--- config.mk ---
export PLATFORM = sky130hd
export DESIGN_NAME = uart_cmd_master
export DESIGN_NICKNAME = d
export VERILOG_FILES = /design/src/source/uart_cmd_pkg.sv /design/src/source/uart_tx_frame.sv /design/src/source/uart_rx_frame.sv /design/src/source/uart_cmd_sequencer.sv /design/src/source/uart_cmd_master.sv
export VERILOG_INCLUDE_DIRS = /design/src /design/src/source
export SDC_FILE = /design/constraint.sdc
export NUM_CORES = 1
export LEC_CHECK = 0
export BUFFER_PORTS_ARGS = -buffer_cell sky130_fd_sc_hd__buf_2
export CORE_ASPECT_RATIO = 0.7
export CORE_MARGIN = 5
export CORE_UTILIZATION = 40
export DETAILED_ROUTE_END_ITERATION = 8
export PLACE_DENSITY_LB_ADDON = 0.08
export RECOVER_POWER = 25
export SYNTH_ARGS = -nofsm -noshare
export SYNTH_HDL_FRONTEND = slang
export SYNTH_HIERARCHICAL = 1
export SYNTH_SLANG_ARGS = --single-unit
--- constraint.sdc ---
create_clock -name clk -period 6.4 [get_ports clk]
set_clock_uncertainty 0.15 [all_clocks]
set_input_delay 0.64 -clock clk [delete_from_list [all_inputs] [get_ports clk]]
set_output_delay 0.64 -clock clk [all_outputs]
set_load 0.03 [all_outputs]
--- src/source/uart_cmd_defines.svh ---
`ifndef UART_CMD_DEFINES_SVH
`define UART_CMD_DEFINES_SVH

// Clock cycles per UART bit. 16 keeps simulation short.
// Use 434 for 115200 baud from a 50 MHz clock.
`define UART_BIT_CYCLES 16

// Idle bit periods between the command byte and the data byte of a write.
`define UART_GAP_BITS 4

// Bit periods allowed for a reply frame to start after the command byte.
`define UART_REPLY_BITS 40

`endif

--- src/source/uart_cmd_pkg.sv ---
`default_nettype none

package uart_cmd_pkg;

  // Host command word. wr=1 writes data to addr, wr=0 reads addr.
  typedef struct packed {
    logic       wr;
    logic [6:0] addr;
    logic [7:0] data;
  } uart_cmd_t;

  // One received frame with its error flags.
  typedef struct packed {
    logic [7:0] data;
    logic       parity_err;
    logic       frame_err;
  } uart_rx_frame_t;

  // Result of a read as seen by the host.
  typedef struct packed {
    logic [7:0] data;
    logic       parity_err;
    logic       timeout;
  } uart_rsp_t;

endpackage

`default_nettype wire

--- src/source/uart_tx_frame.sv ---
`default_nettype none
`include "uart_cmd_defines.svh"

module uart_tx_frame (
  input  logic       clk,
  input  logic       rst_n,
  input  logic       tx_start,
  input  logic [7:0] tx_byte,
  output logic       tx,
  output logic       tx_done
);

  localparam int BIT_CYCLES = `UART_BIT_CYCLES;
  localparam int CNT_W      = $clog2(BIT_CYCLES);

  logic             busy;
  logic [CNT_W-1:0] cnt;
  logic [3:0]       bit_idx;
  logic [7:0]       shift;
  logic             par_bit;
  logic             bit_end;

  // Bit index 0 is the start bit, 1 to 8 data, 9 parity, 10 stop.
  assign bit_end = (cnt == CNT_W'(BIT_CYCLES - 1));
  assign tx_done = busy && (bit_idx == 4'd10) && bit_end;

  always_ff @(posedge clk or negedge rst_n)
  begin
    if (!rst_n)
    begin
      busy    <= 1'b0;
      tx      <= 1'b1;
      cnt     <= '0;
      bit_idx <= '0;
    end
    else if (!busy)
    begin
      if (tx_start)
      begin
        busy    <= 1'b1;
        tx      <= 1'b0;
        cnt     <= '0;
        bit_idx <= '0;
      end
    end
    else if (bit_end)
    begin
      cnt     <= '0;
      bit_idx <= bit_idx + 1'b1;
      // The level for the next bit is set at the end of the current one.
      case (bit_idx)
        4'd8:
        begin
          tx <= par_bit;
        end
        4'd9:
        begin
          tx <= 1'b1;
        end
        4'd10:
        begin
          busy <= 1'b0;
        end
        default:
        begin
          tx <= shift[0];
        end
      endcase
    end
    else
    begin
      cnt <= cnt + 1'b1;
    end
  end

  // The even parity bit makes the count of ones in the frame even.
  always_ff @(posedge clk)
  begin
    if (tx_start && !busy)
    begin
      shift   <= tx_byte;
      par_bit <= ^tx_byte;
    end
    else if (busy && bit_end && (bit_idx < 4'd8))
    begin
      shift <= shift >> 1;
    end
  end

endmodule

`default_nettype wire

--- src/source/uart_rx_frame.sv ---
`default_nettype none
`include "uart_cmd_defines.svh"

module uart_rx_frame (
  input  logic                         clk,
  input  logic                         rst_n,
  input  logic                         rx,
  output logic                         rx_vld,
  output uart_cmd_pkg::uart_rx_frame_t rx_frame
);

  localparam int BIT_CYCLES  = `UART_BIT_CYCLES;
  localparam int HALF_CYCLES = BIT_CYCLES / 2;
  localparam int CNT_W       = $clog2(BIT_CYCLES);

  logic             rx_meta;
  logic             rx_sync;
  logic             rx_prev;
  logic             busy;
  logic [CNT_W-1:0] cnt;
  logic [3:0]       bit_idx;
  logic [7:0]       shift;
  logic             par_bit;
  logic             start_edge;
  logic             sample;
  logic             bit_end;

  assign start_edge = rx_prev && !rx_sync;
  assign sample     = busy && (cnt == CNT_W'(HALF_CYCLES - 1));
  assign bit_end    = (cnt == CNT_W'(BIT_CYCLES - 1));

  // The line idles high, so the synchronizer starts high to avoid a false start edge.
  always_ff @(posedge clk or negedge rst_n)
  begin
    if (!rst_n)
    begin
      rx_meta <= 1'b1;
      rx_sync <= 1'b1;
      rx_prev <= 1'b1;
      busy    <= 1'b0;
      cnt     <= '0;
      bit_idx <= '0;
      rx_vld  <= 1'b0;
    end
    else
    begin
      rx_meta <= rx;
      rx_sync <= rx_meta;
      rx_prev <= rx_sync;
      rx_vld  <= 1'b0;
      if (!busy)
      begin
        cnt     <= '0;
        bit_idx <= '0;
        if (start_edge)
        begin
          busy <= 1'b1;
        end
      end
      else
      begin
        cnt <= bit_end ? '0 : cnt + 1'b1;
        if (bit_end)
        begin
          bit_idx <= bit_idx + 1'b1;
        end
        if (sample && (bit_idx == 4'd0) && rx_sync)
        begin
          busy <= 1'b0;   // glitch, not a start bit
        end
        else if (sample && (bit_idx == 4'd10))
        begin
          // Stop bit sampled. Return to idle so the next start edge is seen.
          busy   <= 1'b0;
          rx_vld <= 1'b1;
        end
      end
    end
  end

  always_ff @(posedge clk)
  begin
    if (sample)
    begin
      case (bit_idx)
        4'd0:
        begin
        end
        4'd9:
        begin
          par_bit <= rx_sync;
        end
        4'd10:
        begin
          rx_frame.data       <= shift;
          rx_frame.parity_err <= par_bit ^ (^shift);
          rx_frame.frame_err  <= !rx_sync;
        end
        default:
        begin
          // Data arrives LSB first and shifts down from the top.
          shift <= {rx_sync, shift[7:1]};
        end
      endcase
    end
  end

endmodule

`default_nettype wire

--- src/source/uart_cmd_sequencer.sv ---
`default_nettype none
`include "uart_cmd_defines.svh"

module uart_cmd_sequencer (
  input  logic                         clk,
  input  logic                         rst_n,
  input  logic                         cmd_vld,
  input  uart_cmd_pkg::uart_cmd_t      cmd,
  output logic                         cmd_rdy,
  output logic                         tx_start,
  output logic [7:0]                   tx_byte,
  input  logic                         tx_done,
  input  logic                         rx_vld,
  input  uart_cmd_pkg::uart_rx_frame_t rx_frame,
  output logic                         rsp_vld,
  output uart_cmd_pkg::uart_rsp_t      rsp
);

  import uart_cmd_pkg::*;

  localparam int BIT_CYCLES   = `UART_BIT_CYCLES;
  localparam int GAP_CYCLES   = `UART_GAP_BITS * BIT_CYCLES;
  // A reply that starts at the limit still needs a whole frame before rx_vld.
  localparam int REPLY_CYCLES = (`UART_REPLY_BITS + 11) * BIT_CYCLES;
  localparam int MAX_CYCLES   = (GAP_CYCLES > REPLY_CYCLES) ? GAP_CYCLES : REPLY_CYCLES;
  localparam int CNT_W        = $clog2(MAX_CYCLES);

  typedef enum logic [2:0] {
    S_IDLE,
    S_SEND_CMD,
    S_GAP,
    S_SEND_DATA,
    S_WAIT_REPLY,
    S_RESPOND
  } state_t;

  state_t           state;
  logic [CNT_W-1:0] cnt;
  uart_cmd_t        cmd_q;
  logic             accept;
  logic             gap_end;
  logic             reply_end;

  // The respond state lasts one cycle and already accepts the next command.
  assign cmd_rdy   = (state == S_IDLE) || (state == S_RESPOND);
  assign rsp_vld   = (state == S_RESPOND);
  assign accept    = cmd_rdy && cmd_vld;
  assign gap_end   = (cnt == CNT_W'(GAP_CYCLES - 1));
  assign reply_end = (cnt == CNT_W'(REPLY_CYCLES - 1));

  always_ff @(posedge clk or negedge rst_n)
  begin
    if (!rst_n)
    begin
      state    <= S_IDLE;
      cnt      <= '0;
      tx_start <= 1'b0;
    end
    else
    begin
      tx_start <= 1'b0;
      case (state)
        S_IDLE, S_RESPOND:
        begin
          if (accept)
          begin
            state    <= S_SEND_CMD;
            tx_start <= 1'b1;
          end
          else
          begin
            state <= S_IDLE;
          end
        end
        S_SEND_CMD:
        begin
          if (tx_done)
          begin
            cnt   <= '0;
            state <= cmd_q.wr ? S_GAP : S_WAIT_REPLY;
          end
        end
        S_GAP:
        begin
          if (gap_end)
          begin
            tx_start <= 1'b1;
            state    <= S_SEND_DATA;
          end
          else
          begin
            cnt <= cnt + 1'b1;
          end
        end
        S_SEND_DATA:
        begin
          if (tx_done)
          begin
            state <= S_IDLE;
          end
        end
        S_WAIT_REPLY:
        begin
          if (rx_vld || reply_end)
          begin
            state <= S_RESPOND;
          end
          else
          begin
            cnt <= cnt + 1'b1;
          end
        end
        default:
        begin
          state <= S_IDLE;
        end
      endcase
    end
  end

  always_ff @(posedge clk)
  begin
    if (accept)
    begin
      cmd_q   <= cmd;
      tx_byte <= {cmd.wr, cmd.addr};
    end
    else if ((state == S_GAP) && gap_end)
    begin
      tx_byte <= cmd_q.data;
    end

    // A bad stop bit is folded into parity_err for the host.
    if ((state == S_WAIT_REPLY) && rx_vld)
    begin
      rsp.data       <= rx_frame.data;
      rsp.parity_err <= rx_frame.parity_err || rx_frame.frame_err;
      rsp.timeout    <= 1'b0;
    end
    else if ((state == S_WAIT_REPLY) && reply_end)
    begin
      rsp.data       <= '0;
      rsp.parity_err <= 1'b0;
      rsp.timeout    <= 1'b1;
    end
  end

endmodule

`default_nettype wire

--- src/source/uart_cmd_master.sv ---
`default_nettype none

module uart_cmd_master (
  input  logic                    clk,
  input  logic                    rst_n,
  input  logic                    cmd_vld,
  input  uart_cmd_pkg::uart_cmd_t cmd,
  output logic                    cmd_rdy,
  input  logic                    rx,
  output logic                    tx,
  output logic                    rsp_vld,
  output uart_cmd_pkg::uart_rsp_t rsp
);

  import uart_cmd_pkg::*;

  logic           tx_start;
  logic [7:0]     tx_byte;
  logic           tx_done;
  logic           rx_vld;
  uart_rx_frame_t rx_frame;

  uart_rx_frame rx0 (
    .clk      (clk),
    .rst_n    (rst_n),
    .rx       (rx),
    .rx_vld   (rx_vld),
    .rx_frame (rx_frame)
  );

  uart_cmd_sequencer seq0 (
    .clk      (clk),
    .rst_n    (rst_n),
    .cmd_vld  (cmd_vld),
    .cmd      (cmd),
    .cmd_rdy  (cmd_rdy),
    .tx_start (tx_start),
    .tx_byte  (tx_byte),
    .tx_done  (tx_done),
    .rx_vld   (rx_vld),
    .rx_frame (rx_frame),
    .rsp_vld  (rsp_vld),
    .rsp      (rsp)
  );

  uart_tx_frame tx0 (
    .clk      (clk),
    .rst_n    (rst_n),
    .tx_start (tx_start),
    .tx_byte  (tx_byte),
    .tx       (tx),
    .tx_done  (tx_done)
  );

endmodule

`default_nettype wire

## After elaboration in Yosys (flattened, before gate mapping)

Cells that the tools add are included.

- RAM bits: 0
- Input bits: 20
- Register bits after elaboration: 92
- Word-level logic and storage cells: 140
- Memories: 0
- Bits in latches: 0
- Bits in read-only memories: 0
- Output and inout port bits: 13

- Reductions and logical operators: 37
- Eq/ne operators: 24
- Div/mod/pow operators: 0
- Order comparisons: 1
- Muxes and demuxes: 44
- Add/subtract/negate cells: 5
- Shift operators: 0
- Bitwise logic cells: 2
- Multipliers: 0

Operators with widths:

| cell | number |
|---|---|
| $mux W10 | 5 |
| $mux W4 | 9 |
| $mux W8 | 4 |
| $pmux W10 S3 | 1 |
| $eq A4 B4 Y1 const B | 7 |
| $mux W1 | 17 |
| $add A4 B1 Y4 const B | 4 |
| $reduce_xor A8 Y1 | 2 |
| $mux W3 | 5 |
| $pmux W3 S5 | 1 |
| $logic_and A1 B1 Y1 | 14 |
| $add A10 B1 Y10 const B | 1 |
| $eq A10 B10 Y1 const B | 1 |
| $eq A10 B6 Y1 const B | 1 |
| $ne A2 B2 Y1 const B | 5 |
| $ne A2 B1 Y1 const B | 4 |
| $reduce_and A2 Y1 | 4 |
| $reduce_and A4 Y1 | 2 |
| $reduce_bool A2 Y1 | 4 |
| $eq A3 B2 Y1 const B | 2 |
| $eq A3 B3 Y1 const B | 2 |
| $eq A4 B3 Y1 const B | 1 |
| $logic_not A4 Y1 | 1 |
| $lt A4 B4 Y1 const B | 1 |
| 12 further kinds | 15 |

## Logic depth before layout (Yosys ltp)

Gate-level depths: netlist of the first run.

- Word-level depth: 6
- Gate-level depth with buffers: 9
- Depth with buffers taken out: 8

## Cells and area by module

Netlist of the first run, hierarchy kept.

By module, submodules not included:

| module | instances | area each (sq um) | cells each | seq. area each (sq um) |
|---|---|---|---|---|
| uart_cmd_sequencer | 1 | 1919.3 | 148 | 1151.1 |
| uart_rx_frame | 1 | 1260.0 | 83 | 899.6 |
| uart_tx_frame | 1 | 1043.5 | 99 | 521.8 |

## Least setup slack after synthesis of the first run

Ideal clock, no wire load.

- Path type: reg-to-reg
- Start: register seq0.state[2]
- End: register seq0.tx_byte[0] (data pin)
- Slack: 4.040 ns
- Arrival: 1.950 ns
- Data required time: 5.990 ns
- Buffers on the path: 2
- Cell stages (with the launch flop): 7
- Path through: dfrtp_1 buf_6 xor2_1 nor2_1 and2_1 buf_2 mux2_2

- Cells in the longest elaborated chain, start to end: 4

RTL lines:

| item | RTL line | text |
|---|---|---|
| start, declared | uart_cmd_sequencer.sv:37 | `state_t state;` |
| start signal, assigned | uart_cmd_sequencer.sv:80 | `state <= cmd_q.wr ? S_GAP : S_WAIT_REPLY;` |
| $eq A3 B3 Y1 or $logic_not A3 Y1 (tied branches) | uart_cmd_sequencer.sv:45 | `assign cmd_rdy = (state == S_IDLE) \|\| (state == S_RESPOND);` |
| $logic_or A1 B1 Y1 (*) | uart_cmd_sequencer.sv:45 |  |
| named net cmd_rdy | uart_cmd_master.sv:8 | `output logic cmd_rdy,` |
| $logic_and A1 B1 Y1 (*) | uart_cmd_sequencer.sv:47 | `assign accept = cmd_rdy && cmd_vld;` |
| named net seq0.accept | uart_cmd_sequencer.sv:40 | `logic accept;` |
| $mux W8 (*) | uart_cmd_sequencer.sv:123 | `if (accept)` |
| end signal, assigned | uart_cmd_sequencer.sv:126 | `tx_byte <= {cmd.wr, cmd.addr};` |
| end signal, assigned | uart_cmd_sequencer.sv:130 | `tx_byte <= cmd_q.data;` |
| end, declared | uart_cmd_sequencer.sv:11 | `output logic [7:0] tx_byte,` |

Mark *: on every way through the listed nets, which the timed path passes. The rest lies on a longest branch.
A chain may end at the register's enable or synchronous reset.

## Worst setup path in the final report of the first run

- Start: register seq0.state[2]
- End: register seq0/rsp[9] (netlist name)

- Cells in the longest elaborated chain, start to end: 3

RTL lines:

| item | RTL line |
|---|---|
| $eq A3 B3 Y1 (*) | uart_cmd_sequencer.sv:134, uart_cmd_sequencer.sv:140 |
| $logic_and A1 B1 Y1 (on tied branches) | uart_cmd_sequencer.sv:140, uart_cmd_sequencer.sv:134 |
| $reduce_bool A2 Y1 (no source line) (*) | - |

Every way passes the cells marked *; elsewhere a longest branch is shown, timed or not.

==> out/results.tsv, run 1 <==
metric	value	unit
hold_viol	0	
fill_cells	943	
synth_edf_count	54	
die_y	96.0	um
wl	7.52	mm
finalCritPeriodShare	0.413	
antenna_left	0	
grt_pass1_vias	2487	
max_stage_delay	0.87	ns
ctsResizeCount	0	
ys_warn_count	6	
pin_count	33	
drive_above_1_share	0.208	
finalCriticalPeriod	2.64	ns
nets	396	
intPower	1020	uW
grt_overflow	0	
synth_cell_types	63	
syn_area	0.00422	sq mm
cts_tree	done	
crit_buf_inv	0	
fmax	0.379	GHz
cpMaxStageDelayCell	nor3b_1	
hold_depth	0	
clock_sinks	92	
worstSetupStartpointType	register	
die_x	133	um
antenna_found_initial	0	
irDropWorstVdd	173	uV
crit_required	6.25	ns
cts_made_buffers	9	
rsz0062_at_grt	false	
synth_seq_area_share	0.609	
routed_via_density	5.03	
drv_slew	38	
n_antenna_cell	0	
swShare	0.272	
synth.avg_cell_area	12.8	sq um
path_cells	nand2b_1 -> nor3b_1 -> or2_1	
cts_setup_buffers	0	
dr_total_vias	2524	
critPathCaptureType	register	
die_area	0.0127	sq mm
placedInstanceArea	0.00449	sq mm
setup-tns-final	0	ns
drc	0	
ys.flop_type	edfxtp_1	
grt_usage	0.129	
worst_pin_slew	2.04	ns
clkSlewWorstSetupHoldPaths	0.07	ns
cts_root_buf	clkbuf_16	
total_leakage_power	0.00185	uW
clockPowerShare	0.366	
grt_pass1_wl	13.0	mm
status	finished, violations left	
cap_violations	1	
clkLatencyLatePin	0.34	ns
routedWlPerCell	15.0	um
syn_to_final_growth	13.2	%
post-route-util	0.463	
power_frac_seq	0.516	
drtPass1Iterations	4	
cpLargestDelayFamily	simple AND/OR/NAND/NOR gates	
crit_type	register to register	
drt_iter0_drc	219	
arrival	2.49	ns
ff2ff_path_depth	3	
grt_max_degree	38	
crit_cells	3	
portBuffers	32	
htreeDepth	3	
final_area	0.00478	sq mm
setup_viol	0	
syn_inst	330	
coreArea	0.0103	sq mm
initial_core_util	0.409	
slew_headroom	-0.361	
power_density	294	mW/mm^2
hold_path_class	register to register	
failed_checks	capacitance limit, slew limit	
clk_path_buf_depth	2	
gp_congestion	0.775	
cts_hold_buf	0	
dp_hpwl	5.25	mm
combPwrFrac	0.118	
cp_max_fo	12	
syn_nets	361	
ys_ff_latch	92	
async_reset_ff_frac	0.402	
netSwitchingPower	382	uW
rows	31	
[worst register-to-register path, stage by stage, from the launching register on]
cell	delay, ns
dfrtp_1	0.63
nand2b_1	0.20
nor3b_1	0.87
or2_1	0.46
[kinds of logic after synthesis]
family,count (synthesis),synth area share
XOR/XNOR,21,0.0513
multiplexers,12,0.0308
AO/OA/AOI/OAI,46,0.0767
flip-flops,92,0.609
adder cells (fa/ha/maj),11,0.0326
buffers and inverters,25,0.0305
AND/OR/NAND/NOR,123,0.169
[registers in the layout (all words and copies together) (netlist names), 3 cells and up]
| signal | cells |
|---|---|
| tx0/bit_idx | 4 |
| rx0/rx_frame | 10 |
| seq0/rsp | 10 |
| seq0/tx_byte | 8 |
| tx0/cnt | 4 |
| rx0/cnt | 4 |
| tx0/shift | 8 |
| seq0/cnt | 10 |
| seq0/state | 3 |
| rx0/bit_idx | 4 |
| rx0/shift | 8 |
| seq0/cmd_q | 9 |
[cells in the mapped netlist, types with 3 or more instances]
cell / number / area (sq um)
nor3b_1: 4 / 30.0
a32o_1: 3 / 30.0
buf_2: 5 / 25.0
nand3_1: 11 / 55.1
xnor2_1: 13 / 114
and2_1: 11 / 68.8
dfstp_2: 4 / 105
mux2i_1: 4 / 40.0
dfrtp_1: 33 / 826
o21ai_0: 10 / 50.1
ha_1: 11 / 138
nand4b_1: 5 / 43.8
buf_6: 3 / 33.8
or2_2: 4 / 25.0
nor2_1: 23 / 86.3
a211o_1: 3 / 26.3
edfxtp_1: 54 / 1620
a21oi_1: 11 / 55.1
mux2_2: 8 / 90.1
o41ai_1: 3 / 26.3
nand2_1: 33 / 124
xor2_1: 6 / 52.6
or3_1: 4 / 25.0
nor3_1: 4 / 20.0
inv_1: 14 / 52.6
[power by group through the flow]
stage               combinational [uW]  sequential [uW]  clock, uW
floorplan                          126              731          0
global placement                   165              736          0
detailed placement                 169              738          0
CTS                                169              726        534
global route                       195              735        556
finish                             166              725        514
[placed cells by master (no fill, tap or decap), types with 4 or more instances in the layout]
master and count:
ha_1 11, and2_1 10, a21oi_1 11, dfrtp_1 33, xnor2_1 13, o21ai_0 10, nor2_1 23, buf_2 30
xor2_1 6, or3_1 4, nor3_1 4, mux2i_1 4, nand4b_1 5, or2_2 4, nand2_1 33, nor3b_1 4
edfxtp_1 54, inv_1 14, mux2_2 8, clkbuf_16 9, nand3_1 11
[routing by layer]
metal  routed length (um)  vias to the layer above  global-route usage
li1                     -                     1260                   -
met1                 3890                     1211               0.190
met2                 3220                       46               0.183
met3                  321                        7              0.0361
met4                   93                        0              0.0441
met5                    0                        -                   0
[per-stage QoR]
stage | setup WS, ns | cells | hold slack (ns) | power [uW]
floorplan | 4.04 | 330 | 0.194 | 857
global placement | 3.82 | 486 | 0.197 | 901
detailed placement | 3.68 | 486 | 0.198 | 907
CTS | 3.67 | 502 | 0.208 | 1430
global route | 3.41 | 502 | 0.225 | 1490
finish | 3.76 | 502 | 0.212 | 1400
[path summary, 6_finish.rpt]
kind	start	endpoint	slack, ns
max reg2reg	seq0/state[2]	seq0/rsp[9]	3.76
min	rx0/rx_meta	rx0/rx_sync	0.21
min in group asynchronous	rst_n	tx0/bit_idx[3]	0.72
max	seq0/state[2]	seq0/rsp[9]	3.76
max in group asynchronous	rst_n	rx0/cnt[0]	4.20
min reg2reg	rx0/rx_meta	rx0/rx_sync	0.21
[final cells by class]
| cell class | instances | area [sq um] | share of cell area |
|---|---|---|---|
| clock inverters | 7 | 66.3 | 0.0139 |
| inverters | 15 | 58.8 | 0.0123 |
| flip-flops and latches | 92 | 2570 | 0.538 |
| well taps | 132 | 165 | 0.0345 |
| multi-input cells | 213 | 1520 | 0.318 |
| clock buffers | 9 | 225 | 0.0471 |
| repair buffers | 34 | 173 | 0.0361 |
Power figures use the tool's default switching activity.
==> run 2, diff against run 1 <==
--- a/config.mk
+++ b/config.mk
@@ -6,6 +6,7 @@
 export SDC_FILE = /design/constraint.sdc
 export NUM_CORES = 1
 export LEC_CHECK = 0
+export ABC_AREA = 1
 export BUFFER_PORTS_ARGS = -buffer_cell sky130_fd_sc_hd__buf_2
 export CORE_ASPECT_RATIO = 0.7
 export CORE_MARGIN = 5
==> constraint.sdc (replaced) <==
create_clock -name clk -period 2.4 [get_ports clk]
set_clock_uncertainty 0.15 [all_clocks]
set_input_delay 0.24 -clock clk [delete_from_list [all_inputs] [get_ports clk]]
set_output_delay 0.24 -clock clk [all_outputs]
set_load 0.03 [all_outputs]
==> out/results.tsv, run 2 <==
metric	value	unit
ys_ff_latch	92	
drv_slew	0	
clk_path_buf_depth	2	
cts_made_buffers	9	
gp_congestion	0.811	
antenna_left	0	
initial_core_util	0.404	
ys_warn_count	6	
nets	546	
total_leakage_power	0.00234	uW
setup-tns-final	0	ns
top_regs	rx0/rx_frame x10, seq0/cnt x10, seq0/rsp x10	
wl	7.62	mm
worstSetupStartpointType	register	
clkSlewWorstSetupHoldPaths	0.06	ns
drive_above_1_share	0.160	
cts_tree	done	
clock_sinks	92	
synth_cell_types	35	
antenna_found_initial	0	
yosysMostFrequentCell	nand2_1	
routedWlPerCell	11.3	um
synth_seq_area_share	0.587	
die_area	0.0132	sq mm
fmax	0.504	GHz
swShare	0.244	
synthTopCellsByCount	nand2_1 (144), inv_1 (60), edfxtp_1 (54)	
portBuffers	32	
clkLatencyLatePin	0.34	ns
yosys.area.top_type_share	0.370	
combPwrFrac	0.087	
grt_max_degree	38	
hold_path_class	primary input to register	
crit_required	2.48	ns
layout_commonest_cell	nand2_1	
htreeDepth	3	
drt_iter0_drc	138	
dp.cells	646	
stdcell_count	673	
hold_viol	0	
power_frac_seq	0.514	
rows	32	
cts_root_buf	clkbuf_16	
routed_via_density	4.46	
arrival	2.07	ns
netSwitchingPower	880	uW
grt_usage	0.127	
synth.avg_cell_area	9.47	sq um
n_antenna_cell	0	
worst_pin_slew	0.952	ns
clockPowerShare	0.399	
irDropWorstVdd	432	uV
dr_total_vias	3002	
intPower	2720	uW
cp_max_fo	10	
grt_pass1_wl	13.4	mm
cts_setup_buffers	0	
rsz0062_at_grt	false	
die_y	97.6	um
finalCritPeriodShare	0.827	
synth_top_cells_by_area	edfxtp_1 (37%), dfrtp_1 (19%), nand2_1 (12%)	
critPathCaptureType	register	
syn_area	0.00439	sq mm
die_x	135	um
drtPass1Iterations	4	
status	finished clean	
async_reset_ff_frac	0.402	
dp_hpwl	5.38	mm
cap_violations	0	
syn_to_final_growth	16.4	%
syn_inst	463	
setup_viol	0	
power.total	3600	uW
cts_hold_buf	11	
finalCriticalPeriod	1.98	ns
pin_count	33	
yosys.area.top_type	edfxtp_1	
ctsResizeCount	0	
grt_overflow	0	
slew_headroom	0.365	
ys.flop_type	edfxtp_1	
drc	0	
grt_pass1_vias	2858	
synth_edf_count	54	
final_cell_mix	nand2_1 (144), inv_1 (60), edfxtp_1 (54)	
power_density	705	mW/mm^2
coreArea	0.0109	sq mm
syn_nets	494	
crit_type	register to register	
==> run 2: cell types whose count changed after synthesis, moves of 8 or more <==
| cell | change |
|---|---|
| nand2_1 | +111 |
| inv_1 | +46 |
| nand3_1 | +18 |
| nor2_1 | +15 |
| and2_1 | -11 |
| o21ai_2 | +9 |
| xnor2_1 | -9 |
| mux2_2 | -8 |
| nand2_2 | +8 |
==> run 2: final timing paths <==
kind / startpoint / to / slack, ns / cells after the start
worst min register to register: rx0/rx_meta / rx0/rx_sync / 0.21 / 0
min in group asynchronous: rst_n / rx0/bit_idx[1] / 0.43 / 2
worst min-delay path: cmd[9] / seq0/tx_byte[1] / 0.03 / 3
worst max register to register: tx0/bit_idx[0] / seq0/cnt[1] / 0.42 / 13
worst max-delay path: tx0/bit_idx[0] / seq0/cnt[1] / 0.42 / 13
max in group asynchronous: rst_n / tx0/bit_idx[3] / 1.08 / 2
==> run 2: cell type report <==
type	count	area, sq um
Fill cell	1044	5740
Multi-Input combinational cell	296	1490
Tap cell	153	191
Clock inverter	7	81.3
Timing Repair Buffer	45	273
Inverter	71	269
Clock buffer	9	225
Sequential cell	92	2570
==> run 2: cells by family after synthesis <==
family                   count (synthesis)  synth area share
adder cells (fa/ha/maj)                 11            0.0314
buffers and inverters                   75            0.0722
AO/OA/AOI/OAI                           33            0.0465
XOR/XNOR                                 9            0.0180
flip-flops                              92             0.587
AND/OR/NAND/NOR                        243             0.245
==> run 2: power groups by stage <==
stage               sequential [uW]  combinational (uW)  clock [uW]
floorplan                      1860                 227           0
global placement               1880                 303           0
detailed placement             1880                 306           0
CTS                            1850                 320        1490
global route                   1860                 381        1570
finish                         1850                 313        1440
==> run 2: layer usage <==
metal  GRT usage  share of wire  up-vias
met4      0.0418          0.014        0
met5           0              0        -
met2       0.201           0.48       32
met1       0.163           0.48     1379
met3      0.0424          0.032        6
li1            -              -     1585
==> run 2: per-stage QoR <==
stage / setup WS [ns] / hold slack [ns] / cell area (sq um) / util
after floorplan: 0.322 / -0.206 / 4390 / -
after global placement: 0.447 / 0.199 / 4700 / 0.434
after detailed placement: 0.420 / 0.197 / 4700 / 0.434
after CTS: 0.399 / 0.0161 / 5120 / 0.472
after global routing: 0.229 / 0.0224 / 5110 / 0.471
final: 0.415 / 0.0284 / 5110 / 0.471
==> run 2: critical path, cell delays in order, from the launching register on <==
cell,delay (ns)
dfrtp_1,0.43
inv_1,0.14
ha_1,0.18
nand2_2,0.06
nor3_2,0.18
inv_2,0.07
nor2_2,0.10
inv_1,0.07
nand2_1,0.06
nand2_1,0.06
nor2_2,0.14
nand2_4,0.12
nand2_1,0.08
nand2_1,0.05
